### config.mk
export PLATFORM = sky130hd
export DESIGN_NAME = car_alarm_top
export DESIGN_NICKNAME = d
export VERILOG_FILES = /design/src/alarm_pkg.sv /design/src/car_alarm_top.sv /design/src/delay_table.sv /design/src/fuel_pump_latch.sv /design/src/interval_timer.sv /design/src/second_tick.sv /design/src/status_lamp.sv /design/src/theft_fsm.sv
export SDC_FILE = /design/constraint.sdc
export NUM_CORES = 1
export LEC_CHECK = 0
export BUFFER_PORTS_ARGS = -buffer_cell sky130_fd_sc_hd__buf_2
export CAP_MARGIN = 10
export CORE_MARGIN = 10
export CORE_UTILIZATION = 45
export CTS_BUF_LIST = sky130_fd_sc_hd__clkbuf_4
export DETAILED_ROUTE_END_ITERATION = 7
export SKIP_LAST_GASP = 1
export SYNTH_ARGS = -nofsm -noshare
export SYNTH_HDL_FRONTEND = slang
export SYNTH_SLANG_ARGS = --single-unit
### constraint.sdc
create_clock -name clock_25mhz -period 3.6 [get_ports clock_25mhz]
set_clock_uncertainty 0.1 [all_clocks]
set_input_delay 0 -clock clock_25mhz [delete_from_list [all_inputs] [get_ports clock_25mhz]]
set_output_delay 0 -clock clock_25mhz [all_outputs]
set_load 0.01 [all_outputs]
### src/alarm_pkg.sv
package alarm_pkg;

   ////////////////////////////////////////
   // widths and board constants

   localparam int delay_w      = 4;   // one delay slot and the timer count
   localparam int tick_count_w = 25;  // holds 25_000_000 - 1

   localparam int unsigned board_ticks_per_second = 25_000_000;

   ////////////////////////////////////////
   // delay table

   typedef enum logic [1:0]
   {
      arm_delay       = 2'd0,
      driver_delay    = 2'd1,
      passenger_delay = 2'd2,
      alarm_on        = 2'd3
   } slot_t;

   // entry n belongs to slot n, values in seconds
   localparam logic [3:0][delay_w-1:0] default_delays = {4'd10, 4'd15, 4'd8, 4'd6};

   ////////////////////////////////////////
   // state machines

   typedef enum logic [2:0]
   {
      armed          = 3'd0,
      triggered      = 3'd1,
      sound_alarm    = 3'd2,
      expiring_alarm = 3'd3,
      disarmed       = 3'd4,
      disarmed_1     = 3'd5,
      disarmed_2     = 3'd6,
      disarmed_3     = 3'd7
   } theft_state_t;

   typedef enum logic [1:0]
   {
      light_off     = 2'd0,
      blinking      = 2'd1,
      constantly_on = 2'd2
   } lamp_mode_t;

   typedef enum logic [1:0]
   {
      pump_off      = 2'd0,
      restore_start = 2'd1,
      latch_on      = 2'd2
   } fuel_state_t;

endpackage

### src/car_alarm_top.sv
module car_alarm_top #(
   parameter int unsigned ticks_per_second = alarm_pkg::board_ticks_per_second
) (
   input  logic                          clock_25mhz,
   input  logic                          reset_sync,
   input  logic                          ignition,
   input  logic                          driver_door,
   input  logic                          passenger_door,
   input  logic                          hidden_switch,
   input  logic                          brake_pedal,
   input  logic                          reprogram,
   input  alarm_pkg::slot_t              slot_select,
   input  logic [alarm_pkg::delay_w-1:0] new_delay,
   output logic                          alarm,
   output logic                          status_lamp_on,
   output logic                          fuel_pump_power,
   output logic [alarm_pkg::delay_w-1:0] timer_count,
   output alarm_pkg::theft_state_t       theft_state
);

   logic                          start_timer;
   logic                          expired;
   logic                          tick;
   logic [alarm_pkg::delay_w-1:0] delay_value;
   alarm_pkg::slot_t              delay_select;
   alarm_pkg::lamp_mode_t         lamp_mode;

   ////////////////////////////////////////
   // timing path

   // a new countdown also restarts the second so it runs full length
   second_tick #(.ticks_per_second(ticks_per_second)) u_second_tick (
      .clock_25mhz (clock_25mhz),
      .reset_sync  (reset_sync),
      .restart     (start_timer),
      .tick        (tick)
   );

   interval_timer u_interval_timer (
      .clock_25mhz (clock_25mhz),
      .reset_sync  (reset_sync),
      .start_timer (start_timer),
      .delay_value (delay_value),
      .tick        (tick),
      .expired     (expired),
      .timer_count (timer_count)
   );

   delay_table u_delay_table (
      .clock_25mhz  (clock_25mhz),
      .reset_sync   (reset_sync),
      .reprogram    (reprogram),
      .slot_select  (slot_select),
      .new_delay    (new_delay),
      .delay_select (delay_select),
      .delay_value  (delay_value)
   );

   ////////////////////////////////////////
   // control and indicators

   theft_fsm u_theft_fsm (
      .clock_25mhz    (clock_25mhz),
      .reset_sync     (reset_sync),
      .reprogram      (reprogram),
      .ignition       (ignition),
      .driver_door    (driver_door),
      .passenger_door (passenger_door),
      .expired        (expired),
      .start_timer    (start_timer),
      .delay_select   (delay_select),
      .lamp_mode      (lamp_mode),
      .alarm          (alarm),
      .theft_state    (theft_state)
   );

   fuel_pump_latch u_fuel_pump_latch (
      .clock_25mhz     (clock_25mhz),
      .reset_sync      (reset_sync),
      .ignition        (ignition),
      .hidden_switch   (hidden_switch),
      .brake_pedal     (brake_pedal),
      .fuel_pump_power (fuel_pump_power)
   );

   status_lamp u_status_lamp (
      .clock_25mhz    (clock_25mhz),
      .reset_sync     (reset_sync),
      .lamp_mode      (lamp_mode),
      .tick           (tick),
      .status_lamp_on (status_lamp_on)
   );

endmodule

### src/delay_table.sv
module delay_table (
   input  logic                              clock_25mhz,
   input  logic                              reset_sync,
   input  logic                              reprogram,
   input  alarm_pkg::slot_t                  slot_select,
   input  logic [alarm_pkg::delay_w-1:0]     new_delay,
   input  alarm_pkg::slot_t                  delay_select,
   output logic [alarm_pkg::delay_w-1:0]     delay_value
);

   logic [3:0][alarm_pkg::delay_w-1:0] delays;

   ////////////////////////////////////////
   // programmable slots

   always_ff @(posedge clock_25mhz)
   begin
      if (reset_sync)
      begin
         delays <= alarm_pkg::default_delays;
      end
      else if (reprogram)
      begin
         delays[slot_select] <= new_delay;   // held reprogram keeps rewriting
      end
   end

   ////////////////////////////////////////
   // read side

   // timer samples this on the start_timer edge
   assign delay_value = delays[delay_select];

endmodule

### src/fuel_pump_latch.sv
module fuel_pump_latch (
   input  logic clock_25mhz,
   input  logic reset_sync,
   input  logic ignition,
   input  logic hidden_switch,
   input  logic brake_pedal,
   output logic fuel_pump_power
);

   alarm_pkg::fuel_state_t state;
   alarm_pkg::fuel_state_t next_state;

   always_comb
   begin
      next_state = state;
      case (state)
         alarm_pkg::pump_off:
         begin
            if (ignition)
               next_state = alarm_pkg::restore_start;
         end
         alarm_pkg::restore_start:
         begin
            // key turned back off before the secret combination
            if (!ignition)
               next_state = alarm_pkg::pump_off;
            else if (hidden_switch && brake_pedal)
               next_state = alarm_pkg::latch_on;
         end
         alarm_pkg::latch_on:
         begin
            if (!ignition)
               next_state = alarm_pkg::pump_off;
         end
         default:
         begin
            next_state = alarm_pkg::pump_off;
         end
      endcase
   end

   always_ff @(posedge clock_25mhz)
   begin
      if (reset_sync)
      begin
         state           <= alarm_pkg::pump_off;
         fuel_pump_power <= 1'b0;
      end
      else
      begin
         state           <= next_state;
         fuel_pump_power <= (next_state == alarm_pkg::latch_on);  // on with the latch
      end
   end

endmodule

### src/interval_timer.sv
module interval_timer (
   input  logic                              clock_25mhz,
   input  logic                              reset_sync,
   input  logic                              start_timer,
   input  logic [alarm_pkg::delay_w-1:0]     delay_value,
   input  logic                              tick,
   output logic                              expired,
   output logic [alarm_pkg::delay_w-1:0]     timer_count
);

   // remaining whole seconds
   always_ff @(posedge clock_25mhz)
   begin
      if (reset_sync)
      begin
         timer_count <= '0;
      end
      else if (start_timer)
      begin
         timer_count <= delay_value;  // load wins over a tick in the same cycle
      end
      else if (tick && (timer_count != '0))
      begin
         timer_count <= timer_count - 1'b1;
      end
   end

   // a pending load hides the old zero count, so the fsm never sees
   // a stale expiry in the cycle right after it started the timer
   assign expired = (timer_count == '0) && !start_timer;

endmodule

### src/second_tick.sv
module second_tick #(
   parameter int unsigned ticks_per_second = alarm_pkg::board_ticks_per_second
) (
   input  logic clock_25mhz,
   input  logic reset_sync,
   input  logic restart,
   output logic tick
);

   typedef logic [alarm_pkg::tick_count_w-1:0] count_t;

   localparam count_t last_count = count_t'(ticks_per_second - 1);

   count_t count;

   always_ff @(posedge clock_25mhz)
   begin
      if (reset_sync || restart)
      begin
         count <= '0;
         tick  <= 1'b0;
      end
      else if (count == last_count)
      begin
         count <= '0;    // wrap, one full second done
         tick  <= 1'b1;
      end
      else
      begin
         count <= count + 1'b1;
         tick  <= 1'b0;
      end
   end

endmodule

### src/status_lamp.sv
module status_lamp (
   input  logic                  clock_25mhz,
   input  logic                  reset_sync,
   input  alarm_pkg::lamp_mode_t lamp_mode,
   input  logic                  tick,
   output logic                  status_lamp_on
);

   logic blink_phase;

   always_ff @(posedge clock_25mhz)
   begin
      if (reset_sync)
      begin
         blink_phase    <= 1'b0;
         status_lamp_on <= 1'b0;
      end
      else
      begin
         if ((lamp_mode == alarm_pkg::blinking) && tick)
            blink_phase <= !blink_phase;   // one toggle per second

         case (lamp_mode)
            alarm_pkg::blinking:      status_lamp_on <= blink_phase;
            alarm_pkg::constantly_on: status_lamp_on <= 1'b1;
            default:                  status_lamp_on <= 1'b0;
         endcase
      end
   end

endmodule

### src/theft_fsm.sv
module theft_fsm (
   input  logic                    clock_25mhz,
   input  logic                    reset_sync,
   input  logic                    reprogram,
   input  logic                    ignition,
   input  logic                    driver_door,
   input  logic                    passenger_door,
   input  logic                    expired,
   output logic                    start_timer,
   output alarm_pkg::slot_t        delay_select,
   output alarm_pkg::lamp_mode_t   lamp_mode,
   output logic                    alarm,
   output alarm_pkg::theft_state_t theft_state
);

   alarm_pkg::theft_state_t next_state;
   alarm_pkg::slot_t        next_select;
   alarm_pkg::lamp_mode_t   next_lamp;
   logic                    next_start;
   logic                    any_door;

   assign any_door = driver_door || passenger_door;

   ////////////////////////////////////////
   // next state

   always_comb
   begin
      next_state  = theft_state;
      next_select = delay_select;
      next_start  = 1'b0;
      if (reprogram)
      begin
         next_state = alarm_pkg::armed;
      end
      else
      begin
         case (theft_state)
            alarm_pkg::armed:
            begin
               if (ignition)
               begin
                  next_state = alarm_pkg::disarmed;
               end
               else if (driver_door)
               begin
                  next_state  = alarm_pkg::triggered;
                  next_start  = 1'b1;
                  next_select = alarm_pkg::driver_delay;
               end
               else if (passenger_door)
               begin
                  next_state  = alarm_pkg::triggered;
                  next_start  = 1'b1;
                  next_select = alarm_pkg::passenger_delay;
               end
            end
            alarm_pkg::triggered:
            begin
               if (ignition)
                  next_state = alarm_pkg::disarmed;
               else if (expired)
                  next_state = alarm_pkg::sound_alarm;
            end
            alarm_pkg::sound_alarm:
            begin
               if (ignition)
               begin
                  next_state = alarm_pkg::disarmed;
               end
               else if (!any_door)
               begin
                  next_state  = alarm_pkg::expiring_alarm;
                  next_start  = 1'b1;
                  next_select = alarm_pkg::alarm_on;
               end
            end
            alarm_pkg::expiring_alarm:
            begin
               if (ignition)
                  next_state = alarm_pkg::disarmed;
               else if (expired)
                  next_state = alarm_pkg::armed;
               else if (any_door)
                  next_state = alarm_pkg::sound_alarm;  // door reopened, siren again
            end
            alarm_pkg::disarmed:
            begin
               if (!ignition)
                  next_state = alarm_pkg::disarmed_1;
            end
            alarm_pkg::disarmed_1:
            begin
               if (ignition)
                  next_state = alarm_pkg::disarmed;
               else if (driver_door)
                  next_state = alarm_pkg::disarmed_2;
            end
            alarm_pkg::disarmed_2:
            begin
               if (ignition)
               begin
                  next_state = alarm_pkg::disarmed;
               end
               else if (!driver_door)
               begin
                  next_state  = alarm_pkg::disarmed_3;  // driver left, start re-arm delay
                  next_start  = 1'b1;
                  next_select = alarm_pkg::arm_delay;
               end
            end
            alarm_pkg::disarmed_3:
            begin
               // ignition has no priority here
               if (any_door)
                  next_state = alarm_pkg::disarmed;
               else if (expired)
                  next_state = alarm_pkg::armed;
            end
            default:
            begin
               next_state = alarm_pkg::armed;
            end
         endcase
      end
   end

   // lamp follows the state being entered
   always_comb
   begin
      case (next_state)
         alarm_pkg::armed:          next_lamp = alarm_pkg::blinking;
         alarm_pkg::triggered,
         alarm_pkg::sound_alarm,
         alarm_pkg::expiring_alarm: next_lamp = alarm_pkg::constantly_on;
         default:                   next_lamp = alarm_pkg::light_off;
      endcase
   end

   ////////////////////////////////////////
   // registers

   always_ff @(posedge clock_25mhz)
   begin
      if (reset_sync)
      begin
         theft_state  <= alarm_pkg::armed;
         start_timer  <= 1'b0;
         delay_select <= alarm_pkg::arm_delay;
         lamp_mode    <= alarm_pkg::blinking;
         alarm        <= 1'b0;
      end
      else
      begin
         theft_state  <= next_state;
         start_timer  <= next_start;    // single-cycle pulse
         delay_select <= next_select;
         lamp_mode    <= next_lamp;
         alarm        <= (next_state == alarm_pkg::sound_alarm) ||
                         (next_state == alarm_pkg::expiring_alarm);
      end
   end

endmodule
Yosys cells after proc, flatten, opt, wreduce, memory -nomap -nowiden
Index checks and enable logic that the tools add are counted.

Bits in registers: 60. Bits of input ports: 14. Output and inout port bits: 10. Word-level logic and storage cells: 115.

$add $sub $neg: 2. $lt $le $gt $ge: 3. Equal/unequal tests: 22. Mux-type cells: 50. Bitwise gates (word level): 1. Reductions and logical operators: 21.

Operators with widths (count): $mux 3 (18); $add 25x1->25 const B (1); $eq 25x25->1 const B (1); $pmux 3 s8 (1); $mux 2 (11); $bwmux 16 (1); $mux 4 (4); $eq 3x2->1 const B (4); $eq 3x3->1 const B (4); $pmux 2 s3 (2); $ne 2x2->1 const B (5); $bmux 4 s2 (1); $demux 4 s2 (1); $mux 1 (8); $reduce_and 8->1 (1); $eq 2x2->1 const B (3); $eq 3x1->1 const B (2); $logic_not 3->1 (2); $lt 2x3->1 const B (2); $logic_and 1x1->1 (5); $eq 2x1->1 const B (2); $logic_not 4->1 (1); $pmux 2 s2 (1); $reduce_bool 4->1 (1); other kinds (13) (17).

Depth between registers and ports, before layout
Gate-level depths: netlist of the first run.

Depth in word-level cells: 9. Gate-level depth with buffers: 7. Depth with buffers taken out: 7.

Hierarchy
From an unflattened synthesis of the first run, not the netlist that was laid out.

Cell total of the unflattened synthesis: 321. Area, all modules: 2994.1 sq um.

Modules (own cells, without submodules): second_tick (instances 1, cells each 137, area each 1186.1 sq um, sequential area each 520.5 sq um); delay_table (instances 1, cells each 67, area each 737.0 sq um, sequential area each 320.3 sq um); theft_fsm (instances 1, cells each 68, area each 585.6 sq um, sequential area each 180.2 sq um); interval_timer (instances 1, cells each 29, area each 262.8 sq um, sequential area each 80.1 sq um); fuel_pump_latch (instances 1, cells each 9, area each 113.9 sq um, sequential area each 60.1 sq um); status_lamp (instances 1, cells each 11, area each 108.9 sq um, sequential area each 40.0 sq um).

Worst setup path before layout of the first run
OpenSTA, ideal clock, no wires.

Path type: reg2reg. Start point: register u_interval_timer.timer_count[0] (netlist bit). End point: register u_theft_fsm.lamp_mode[0]. Library setup time: 86 ps. Data arrival time: 1903 ps. Required time: 3414 ps. Slack: 1512 ps. Stages on the path, launching flop included: 8. Buffers on the path: 0. Period minus slack after synthesis: 2088 ps. Cell sequence: dfxtp_1 inv_1 ha_1 nor4b_2 mux2_2 o31ai_1 inv_1 a211oi_1.

Longest elaborated chain between the ends: 9. Elaborated cells between the ends (all ways): 16. Those cells by class: 3 x eq/ne; 9 x mux; 4 x reduce/logical.

RTL lines: start, declared (RTL line interval_timer.sv:8) `output logic [alarm_pkg::delay_w-1:0] timer_count`; start signal, assigned (RTL line interval_timer.sv:20) `timer_count <= delay_value;`; start signal, assigned (RTL line interval_timer.sv:24) `timer_count <= timer_count - 1'b1;`; $logic_not 4->1 (*) (RTL line interval_timer.sv:30) `assign expired = (timer_count == '0) && !start_timer;`; $logic_and 1x1->1 (*) (RTL line interval_timer.sv:30); $mux 3 (on tied branches) (RTL line theft_fsm.sv:117, theft_fsm.sv:62, theft_fsm.sv:82); $mux 3 (on tied branches) (RTL line theft_fsm.sv:115, theft_fsm.sv:60, theft_fsm.sv:80); $pmux 3 s8 (*) (RTL line theft_fsm.sv:38) `case (theft_state)`; $mux 3 (*) (RTL line theft_fsm.sv:32) `if (reprogram)`; $eq 3x1->1 or $eq 3x2->1 (tied branches) (RTL line theft_fsm.sv:131) `case (next_state)`; $reduce_or 3->1 (RTL line theft_fsm.sv:131); $pmux 2 s2 (*) (RTL line theft_fsm.sv:131); end signal, assigned (RTL line theft_fsm.sv:150) `lamp_mode <= alarm_pkg::blinking;`; end signal, assigned (RTL line theft_fsm.sv:158) `lamp_mode <= next_lamp;`; end, declared (RTL line theft_fsm.sv:11) `output alarm_pkg::lamp_mode_t lamp_mode,`.

Every way passes the cells marked *; elsewhere a longest branch is shown, timed or not. A chain may end at the register's enable or synchronous reset.

Worst setup path after layout of the first run
Ends and elaborated chain as after synthesis.

==> results of run 1 <==
-- Yosys cell counts (all sizes together) (3+ instances only) --
| cell type | number | area (sq um) |
|---|---|---|
| buf | 3 | 15.01 |
| a211oi | 4 | 30.03 |
| and2 | 3 | 18.77 |
| nand2 | 9 | 33.78 |
| a21oi | 19 | 98.85 |
| nor2 | 49 | 183.9 |
| ha | 5 | 62.56 |
| nor3 | 9 | 45.04 |
| nand3 | 9 | 50.05 |
| nor2b | 3 | 18.77 |
| dfxtp | 60 | 1201 |
| nor3b | 3 | 22.52 |
| a211o | 9 | 78.83 |
| or4 | 7 | 56.30 |
| mux4 | 4 | 90.09 |
| nand2b | 3 | 18.77 |
| xnor2 | 15 | 131.4 |
| or3 | 5 | 31.28 |
| inv | 19 | 71.32 |
| o31ai | 8 | 60.06 |
| o21ai | 6 | 30.03 |
| clkbuf | 12 | 45.04 |
| mux2i | 7 | 70.07 |
| nor4b | 4 | 41.29 |
| nor4 | 5 | 31.28 |
| nand4 | 7 | 65.06 |
-- registers in the layout (all words and copies together) (netlist names) --
| register | flops |
|---|---|
| u_status_lamp.blink_phase | 1 |
| u_theft_fsm.alarm | 1 |
| u_status_lamp.status_lamp_on | 1 |
| u_theft_fsm.lamp_mode | 2 |
| u_interval_timer.timer_count | 4 |
| u_second_tick.count | 25 |
| u_second_tick.tick | 1 |
| u_fuel_pump_latch.state | 2 |
| u_delay_table.delays | 16 |
| u_theft_fsm.delay_select | 2 |
| u_theft_fsm.theft_state | 3 |
| u_theft_fsm.start_timer | 1 |
| u_fuel_pump_latch.fuel_pump_power | 1 |
-- power by group through the flow --
| stage | clock network (mW) | registers [mW] | logic, mW |
|---|---|---|---|
| 6_report | 0.439 | 0.703 | 0.125 |
| 5_1_grt | 0.486 | 0.708 | 0.140 |
| 4_1_cts | 0.451 | 0.703 | 0.126 |
| 3_5_place_dp | 0 | 0.719 | 0.114 |
| 3_3_place_gp | 0 | 0.719 | 0.113 |
| 2_1_floorplan | 0 | 0.711 | 0.0883 |
-- worst max-delay path, cell delays in order, from the launching register on --
cell and delay, ps:
dfxtp_1 330, inv_1 110, ha_1 200, nor4b_2 490, mux2_2 400, o31ai_1 380, inv_1 100, a211oi_1 210
-- final timing paths --
path / end / startpoint / slack, ps
hold reg to reg: u_delay_table.delays[11]$_SDFFE_PP1P_ / u_delay_table.delays[11]$_SDFFE_PP1P_ / 370
hold / removal: u_delay_table.delays[1]$_SDFFE_PP1P_ / slot_select[0] / 40
setup / recovery: u_theft_fsm.lamp_mode[0]$_SDFF_PP1_ / u_interval_timer.timer_count[0]$_SDFFE_PP0P_ / 1220
setup reg to reg: u_theft_fsm.lamp_mode[0]$_SDFF_PP1_ / u_interval_timer.timer_count[0]$_SDFFE_PP0P_ / 1220
-- layer usage --
metal	routed length, um	share of wire	global-route usage
met1	2914	0.48	0.1513
met2	2919	0.48	0.2127
met3	134	0.022	0.03022
met4	121	0.020	0.06304
met5	0	0	0
-- per-stage QoR --
| stage | cell area, sq um | power [mW] |
|---|---|---|
| after CTS | 3308 | 1.280 |
| after global placement | 3050 | 0.8315 |
| final | 3308 | 1.267 |
| after detailed placement | 3050 | 0.8327 |
| after floorplan | 2892 | 0.7995 |
| after global routing | 3308 | 1.334 |
-- cell families after synthesis --
logic type      after synthesis  share of synthesized area
simple gates                128                     0.2475
xor+xnor                     17                    0.05150
compound gates               61                     0.1554
mux                          13                    0.06318
fa+ha+maj                     5                    0.02164
buf+inv                      34                    0.04543
flops                        60                     0.4154
-- final cells by class --
type	count	area (sq um)	area share
Clock buffer	10	75.07	0.02269
Clock inverter	4	42.54	0.01286
Inverter	19	71.32	0.02156
Multi-Input combinational cell	224	1559	0.4713
Sequential cell	60	1201	0.3631
Tap cell	77	96.34	0.02912
Timing Repair Buffer	38	262.8	0.07943
-- what timing repair did --
item | in CTS | in global routing
endpoints found under the hold margin | 28 | 0
hold buffers | 14 | 0
resized for setup | 0 | 0
==> flow_metrics.py, run 1 <==
metrics = {
    "global_routing": {
        "antenna_found_initial": 0,
        "grt_max_degree": 28,
        "gr-usage-all-layers": 0.1282,
        "grt_pass1_wl_um": 10610,
        "grt_pass1_vias": 2302,
        "grt-ovfl-total": 0,
    },
    "sta": {
        "setup_viol": 0,
        "hold_slack_ps": 36.15,
        "hold_viol": 0,
        "rsz0062_at_grt": "no",
        "setup_slack_ps": 1215,
        "finalCriticalPeriod_ps": 2385,
        "fmax_mhz": 419.4,
        "setup-tns-final_ps": 0,
        "timing.slew.headroom": 0.2841,
        "min_period_over_period": 0.6624,
        "drv_slew": 0,
        "worst_pin_slew_ps": 1072,
    },
    "clock_tree": {
        "cts-root-buf": "clkbuf_4",
        "cts_tree": "done",
        "cts.sinks": 60,
        "numCtsBuffers": 9,
        "clock_latency_ps": 390,
        "cts_max_level": 3,
        "clockBufferDepth": 2,
        "path_clk_slew_ps": 100,
        "cts_setup_buffers": 0,
    },
    "outcome": {
        "outcome": "complete, no violations",
    },
    "drt": {
        "vias": 2382,
        "routedWlPerCell_um": 14.10,
        "viasPerCell": 5.514,
        "routed_wl_um": 6090,
        "drt_drc_violations_left": 0,
        "drtIter0Drc": 59,
        "drt-pass1-iter-count": 4,
        "ant_nets": 0,
    },
    "critical_path": {
        "ff2ff_path_depth": 7,
        "arrival_ps": 2600,
        "worstSetupEndpointType": "flop",
        "crit_path_start_kind": "flop",
        "crit_type": "flop to flop",
        "cp_max_fo": 5,
        "critical_path_required_ps": 3820,
    },
    "logic_synthesis": {
        "synthFlopType": "dfxtp_1",
        "ys_types": 58,
        "ys_ff_latch": 60,
        "syn_nets": 337,
        "synth_warnings": 0,
        "async_flop_share": 0,
        "syn_avg_cell_area_sq_um": 9.093,
        "synth_edf_count": 0,
        "syn-cell-area_sq_um": 2892,
        "synth-seq-area-share": 0.4154,
        "synthCells": 318,
    },
    "die": {
        "fp.coreArea_sq_um": 6314,
        "die_w_um": 100.2,
        "die_area_sq_um": 10030,
        "fp-row-count": 29,
        "io_pins": 24,
        "start_util": 0.4580,
        "dieHeight_um": 100.2,
    },
    "power_and_ir_drop": {
        "share_comb_of_total_power": 0.099,
        "p_leak_nw": 1.246,
        "switching_share": 0.2484,
        "vdd_drop_max_uv": 213.0,
        "power_frac_clock": 0.346,
        "pwr-share-seq": 0.555,
        "p_switching_mw": 0.3147,
        "internal_power_mw": 0.9521,
        "power_density_nw_per_um2": 382.9,
    },
    "layout": {
        "nNetsFinal": 371,
        "syn2layout_area_growth_pct": 14.41,
        "final_util": 0.5240,
        "layout_common_cells": "dfxtp_1 (60), nor2_1 (49), buf_2 (23)",
        "layout_commonest_cell": "dfxtp_1",
        "fill_cells": 614,
        "final_cells": 432,
        "drive_gt1_frac": 0.1437,
        "diodes": 0,
    },
    "placement": {
        "place_inst": 404,
        "port-buffer-count": 23,
        "preCtsSetupSlack_ps": 1220,
        "gp_congestion": 0.8102,
        "dp_hpwl_um": 4192,
    },
    "job": {
        "drv_cap": 0,
    },
    "min_path": {
        "hp-class": "primary input to flop",
        "hold-path-cell-count": 4,
    },
}
No activity file was read; power rests on OpenSTA's default activity.
==> run 2, diff against run 1 <==
Settings changed: PLACE_DENSITY from default to 0.65.
Clock period 3.6 ns to 2.1 ns, I/O delays scaled along.
==> run 2 against run 1 <==
Non-clock buffer count up 12. Final area up 4.3%. Maximum frequency up 19%. Critical path depth down 3. Hold slack worse by 4.7 ps. Clock power up 87%. Worst setup slack worse by 1100 ps. Critical path type unchanged.
==> flow_metrics.py, run 2 (synthesized netlist as in run 1, its figures left out) <==
metrics = {
    "outcome": {
        "outcome": "complete, no violations",
    },
    "layout": {
        "fill_cells": 598,
        "regMostFlops": "u_second_tick.count",
        "largest_register_ff_count": 25,
        "drive_gt1_frac": 0.1924,
        "nNetsFinal": 383,
        "layout_commonest_cell": "dfxtp_1",
        "syn2layout_area_growth_pct": 19.34,
        "diodes": 0,
        "final_cells": 446,
        "final_util": 0.5466,
        "top_regs": "u_second_tick.count x25, u_delay_table.delays x16, u_interval_timer.timer_count x4",
        "layout_common_cells": "dfxtp_1 (60), nor2_1 (49), buf_2 (23)",
        "stdcell_area_sq_um": 3451,
    },
    "clock_tree": {
        "clock_latency_ps": 400,
        "clockBufferDepth": 2,
        "cts_max_level": 3,
        "cts-root-buf": "clkbuf_4",
        "path_clk_slew_ps": 120,
        "cts_tree": "done",
        "cts.sinks": 60,
        "numCtsBuffers": 9,
    },
    "sta": {
        "timing.slew.headroom": 0.6633,
        "hold_slack_ps": 31.42,
        "finalCriticalPeriod_ps": 1998,
        "drv_slew": 0,
        "min_period_over_period": 0.9512,
        "rsz0062_at_grt": "no",
        "setup_slack_ps": 102.5,
        "worst_pin_slew_ps": 505.0,
        "setup_viol": 0,
        "fmax_mhz": 500.6,
        "hold_viol": 0,
        "setup-tns-final_ps": 0,
    },
    "placement": {
        "gp_congestion": 0.8417,
        "place_inst": 416,
        "dpl_cell_area_sq_um": 3141,
        "dp_hpwl_um": 4216,
        "preCtsSetupSlack_ps": 16.98,
        "port-buffer-count": 23,
    },
    "die": {
        "die_w_um": 100.2,
        "io_pins": 24,
        "dieHeight_um": 100.2,
        "die_area_sq_um": 10030,
        "fp-row-count": 29,
        "start_util": 0.4580,
        "fp.coreArea_sq_um": 6314,
    },
    "critical_path": {
        "worstSetupEndpointType": "flop",
        "cp_max_fo": 9,
        "critical_path_required_ps": 2350,
        "crit_path_start_kind": "flop",
        "reg2reg_from": "u_second_tick.count[6]$_SDFF_PP0_",
        "crit_start": "u_second_tick.count[6]$_SDFF_PP0_",
        "arrival_ps": 2250,
        "crit_type": "flop to flop",
    },
    "global_routing": {
        "grt_pass1_vias": 2357,
        "antenna_found_initial": 0,
        "grt_max_degree": 28,
        "gr-usage-all-layers": 0.1267,
        "grt-ovfl-total": 0,
        "grt_pass1_wl_um": 10670,
    },
    "drt": {
        "drt_drc_violations_left": 0,
        "vias": 2358,
        "routedWlPerCell_um": 13.44,
        "routed_wl_um": 5994,
        "drt-pass1-iter-count": 4,
        "viasPerCell": 5.287,
        "ant_nets": 0,
        "drtIter0Drc": 64,
    },
    "power_and_ir_drop": {
        "p_leak_nw": 1.326,
        "power.total_mw": 2.267,
        "power_density_nw_per_um2": 656.9,
        "vdd_drop_max_uv": 390.3,
    },
    "job": {
        "drv_cap": 0,
    },
    "min_path": {
        "hp-class": "primary input to flop",
        "hp-start": "passenger_door",
    },
}
[run 2: cell count changes in the layout (fill, tap and decap cells not counted), sizes merged]
cell and change:
buf +13, clkbuf -1, dlygate4sd3 -1, clkinvlp +2, inv +1
[run 2: cell type report]
| type | count | area, sq um | share of cell area |
|---|---|---|---|
| multi-input cells | 224 | 1588 | 0.4601 |
| flip-flops and latches | 60 | 1201 | 0.3481 |
| repair buffers | 50 | 350.3 | 0.1015 |
| well taps | 77 | 96.34 | 0.02792 |
| clock inverters | 7 | 76.32 | 0.02212 |
| inverters | 19 | 71.32 | 0.02067 |
| clock buffers | 9 | 67.56 | 0.01958 |
[run 2: what timing repair did]
item                                    CTS  global route
setup buffers                             0             1
endpoints found under the hold margin    28             0
endpoints found under the setup margin    2             3
hold buffers                             13             0
pin swaps                                 0             0
gates resized for setup                   2             4
[run 2: worst paths after layout]
kind	endpoint	slack, ps	depth (start not counted)
setup reg to reg	u_second_tick.count[21]$_SDFF_PP0_	100	4
hold reg to reg	u_delay_table.delays[11]$_SDFFE_PP1P_	370	1
hold / removal	u_theft_fsm.start_timer$_SDFF_PP0_	30	4
setup / recovery	u_second_tick.count[21]$_SDFF_PP0_	100	4
[run 2: report_power, final]
part           total (mW)  internal, mW  leakage (nW)  switching, mW
registers            1.20          1.17         0.488         0.0309
clock network       0.823         0.368        0.0725          0.455
logic               0.242         0.124         0.766          0.117
total                2.27          1.66          1.33          0.603
[run 2: layer usage]
metal  vias up  track usage  part of all wire  wire length (um)
met5         -            0                 0                 0
met4         0      0.05870             0.016                98
met3         8      0.02816             0.024               145
met2        24       0.2033              0.47              2788
met1      1082       0.1576              0.49              2962
li1       1244            -                 -                 -
[run 2: worst max-delay path, stage by stage, from the launching register on]
cell and delay, ps:
dfxtp_1 480, nand4_4 200, or3_1 500, or4_4 550, a21oi_2 130
==> run 3, diff against run 2 <==
Settings changed: BUFFER_PORTS_ARGS -buffer_cell sky130_fd_sc_hd__buf_2 to default, DONT_BUFFER_PORTS from default to 1, PLACE_DENSITY 0.65 to default.
Clock period 2.1 ns to 2.5 ns, I/O delays scaled along.
==> run 3 against run 2 <==
Global-route usage rose by 0.72 points. Die area did not move. Final area fell by 3.5%. Via count fell by 0.68%. Highest routed layer unchanged. Hold slack improved by 9.4 ps. Combinational power fell by 28%.
==> flow_metrics.py, run 3 (synthesized netlist as in run 1, its figures left out) <==
metrics = {
    "outcome": {
        "outcome": "complete, no violations",
    },
    "placement": {
        "place_inst": 384,
        "dpl_cell_area_sq_um": 2958,
        "gp_congestion": 0.8185,
        "port-buffer-count": 0,
        "dp_hpwl_um": 4219,
    },
    "layout": {
        "largest_register_ff_count": 25,
        "layout_common_cells": "dfxtp_1 (60), nor2_1 (49), inv_1 (19), dlygate4sd3_1 (19), a21oi_1 (18)",
        "top_regs": "u_second_tick.count x25, u_delay_table.delays x16, u_interval_timer.timer_count x4",
        "fill_cells": 616,
        "layout_commonest_cell": "dfxtp_1",
        "regMostFlops": "u_second_tick.count",
        "stdcell_area_sq_um": 3331,
        "drive_gt1_frac": 0.09942,
        "syn2layout_area_growth_pct": 15.19,
        "nNetsFinal": 356,
        "diodes": 0,
        "final_cells": 419,
    },
    "sta": {
        "setup_viol": 0,
        "worst_pin_slew_ps": 995.1,
        "hold_viol": 0,
        "setup-tns-final_ps": 0,
        "timing.slew.headroom": 0.3344,
        "hold_slack_ps": 40.78,
        "rsz0062_at_grt": "no",
        "drv_slew": 0,
        "min_period_over_period": 0.8996,
        "fmax_mhz": 444.6,
        "finalCriticalPeriod_ps": 2249,
    },
    "die": {
        "fp-row-count": 29,
        "io_pins": 24,
        "dieHeight_um": 100.2,
        "start_util": 0.4580,
        "die_area_sq_um": 10030,
        "die_w_um": 100.2,
        "fp.coreArea_sq_um": 6314,
    },
    "critical_path": {
        "arrival_ps": 2470,
        "crit_chain": "inv_1 > ha_1 > nor4b_2 > mux2_2 > o31ai_2 > inv_1 > a211oi_1",
        "cp_max_fo": 3,
        "crit_top_cell": "inv_1",
        "path_buf_inv": 2,
        "crit_type": "flop to flop",
        "critPathTopFamily": "compound AO/OA/AOI/OAI gates",
        "crit_path_start_kind": "flop",
        "critical_path_required_ps": 2720,
        "cpMaxStageDelayCell": "mux2_2",
        "worstSetupEndpointType": "flop",
        "slowest_delay_ps": 400,
    },
    "clock_tree": {
        "cts.sinks": 60,
        "cts_max_level": 3,
        "cts_tree": "done",
        "path_clk_slew_ps": 110,
        "clockBufferDepth": 2,
        "clock_latency_ps": 410,
        "cts-root-buf": "clkbuf_4",
        "numCtsBuffers": 9,
    },
    "global_routing": {
        "grt_pass1_vias": 2254,
        "gr-usage-all-layers": 0.1338,
        "grt-ovfl-total": 0,
        "grt_pass1_wl_um": 10850,
        "grt_max_degree": 28,
        "antenna_found_initial": 0,
    },
    "drt": {
        "routedWlPerCell_um": 15.19,
        "ant_nets": 0,
        "drt_drc_violations_left": 0,
        "viasPerCell": 5.589,
        "vias": 2342,
        "routed_wl_um": 6364,
        "drt-pass1-iter-count": 4,
        "drtIter0Drc": 77,
    },
    "power_and_ir_drop": {
        "vdd_drop_max_uv": 473.2,
        "power_density_nw_per_um2": 618.0,
        "p_leak_nw": 1.192,
    },
    "min_path": {
        "hp-class": "primary input to flop",
    },
    "job": {
        "drv_cap": 0,
    },
}
==> run 3: worst reg2reg max path: cells and delay by family (launching register included) <==
kind | cells | cell delay [ps]
AO/OA/AOI/OAI | 2 | 540
multiplexers | 1 | 400
flip-flops | 1 | 370
AND/OR/NAND/NOR | 1 | 340
buffers and inverters | 2 | 220
adder cells (fa/ha/maj) | 1 | 190
==> run 3: per-layer routing <==
metal / wire length [um] / up-vias / share of wire / global-route usage
met1: 2856 / 1113 / 0.45 / 0.1566
met2: 3169 / 29 / 0.50 / 0.2181
met5: 0 / - / 0 / 0
met4: 107 / 0 / 0.017 / 0.07174
li1: - / 1190 / - / -
met3: 230 / 10 / 0.036 / 0.03571
==> run 3: where the power goes <==
| group | internal [mW] | switching, mW |
|---|---|---|
| clock network | 0.510 | 0.357 |
| logic | 0.0895 | 0.0852 |
| registers | 0.983 | 0.0337 |
| total | 1.58 | 0.476 |
==> run 3: worst paths after layout <==
check	from	end	slack, ps	cells past startpoint
worst max-delay path	u_interval_timer.timer_count[0]$_SDFFE_PP0P_	u_theft_fsm.lamp_mode[0]$_SDFF_PP1_	250	7
worst min-delay path	ignition	u_theft_fsm.lamp_mode[0]$_SDFF_PP1_	40	4
worst max register to register	u_interval_timer.timer_count[0]$_SDFFE_PP0P_	u_theft_fsm.lamp_mode[0]$_SDFF_PP1_	250	7
worst min register to register	u_fuel_pump_latch.state[1]$_SDFF_PP0_	u_fuel_pump_latch.state[0]$_SDFF_PP0_	340	1
==> run 3: cell type report <==
cell class / instances / area, sq um / share of cell area
clock buffers: 10 / 75.07 / 0.02254
clock inverters: 6 / 102.6 / 0.03080
inverters: 19 / 71.32 / 0.02141
multi-input cells: 224 / 1564 / 0.4696
flip-flops and latches: 60 / 1201 / 0.3606
well taps: 77 / 96.34 / 0.02893
repair buffers: 23 / 220.2 / 0.06612
==> run 3: metrics by stage <==
step	power [mW]	setup WS [ps]	util
detailed placement	1.177	182.7	0.4685
finish	2.059	250.9	0.5275
global placement	1.174	293.8	0.4685
floorplan	1.151	411.9	-
CTS	2.082	138.5	0.5268
global route	2.158	85.24	0.5275
==> run 3: what timing repair did <==
| action | 4_1_cts | 5_1_grt |
|---|---|---|
| hold buffers | 19 | 0 |
| buffers inserted | 0 | 0 |
| endpoints found under the hold margin | 60 | 0 |
| resized for setup | 0 | 1 |
| setup endpoints to repair | 0 | 1 |
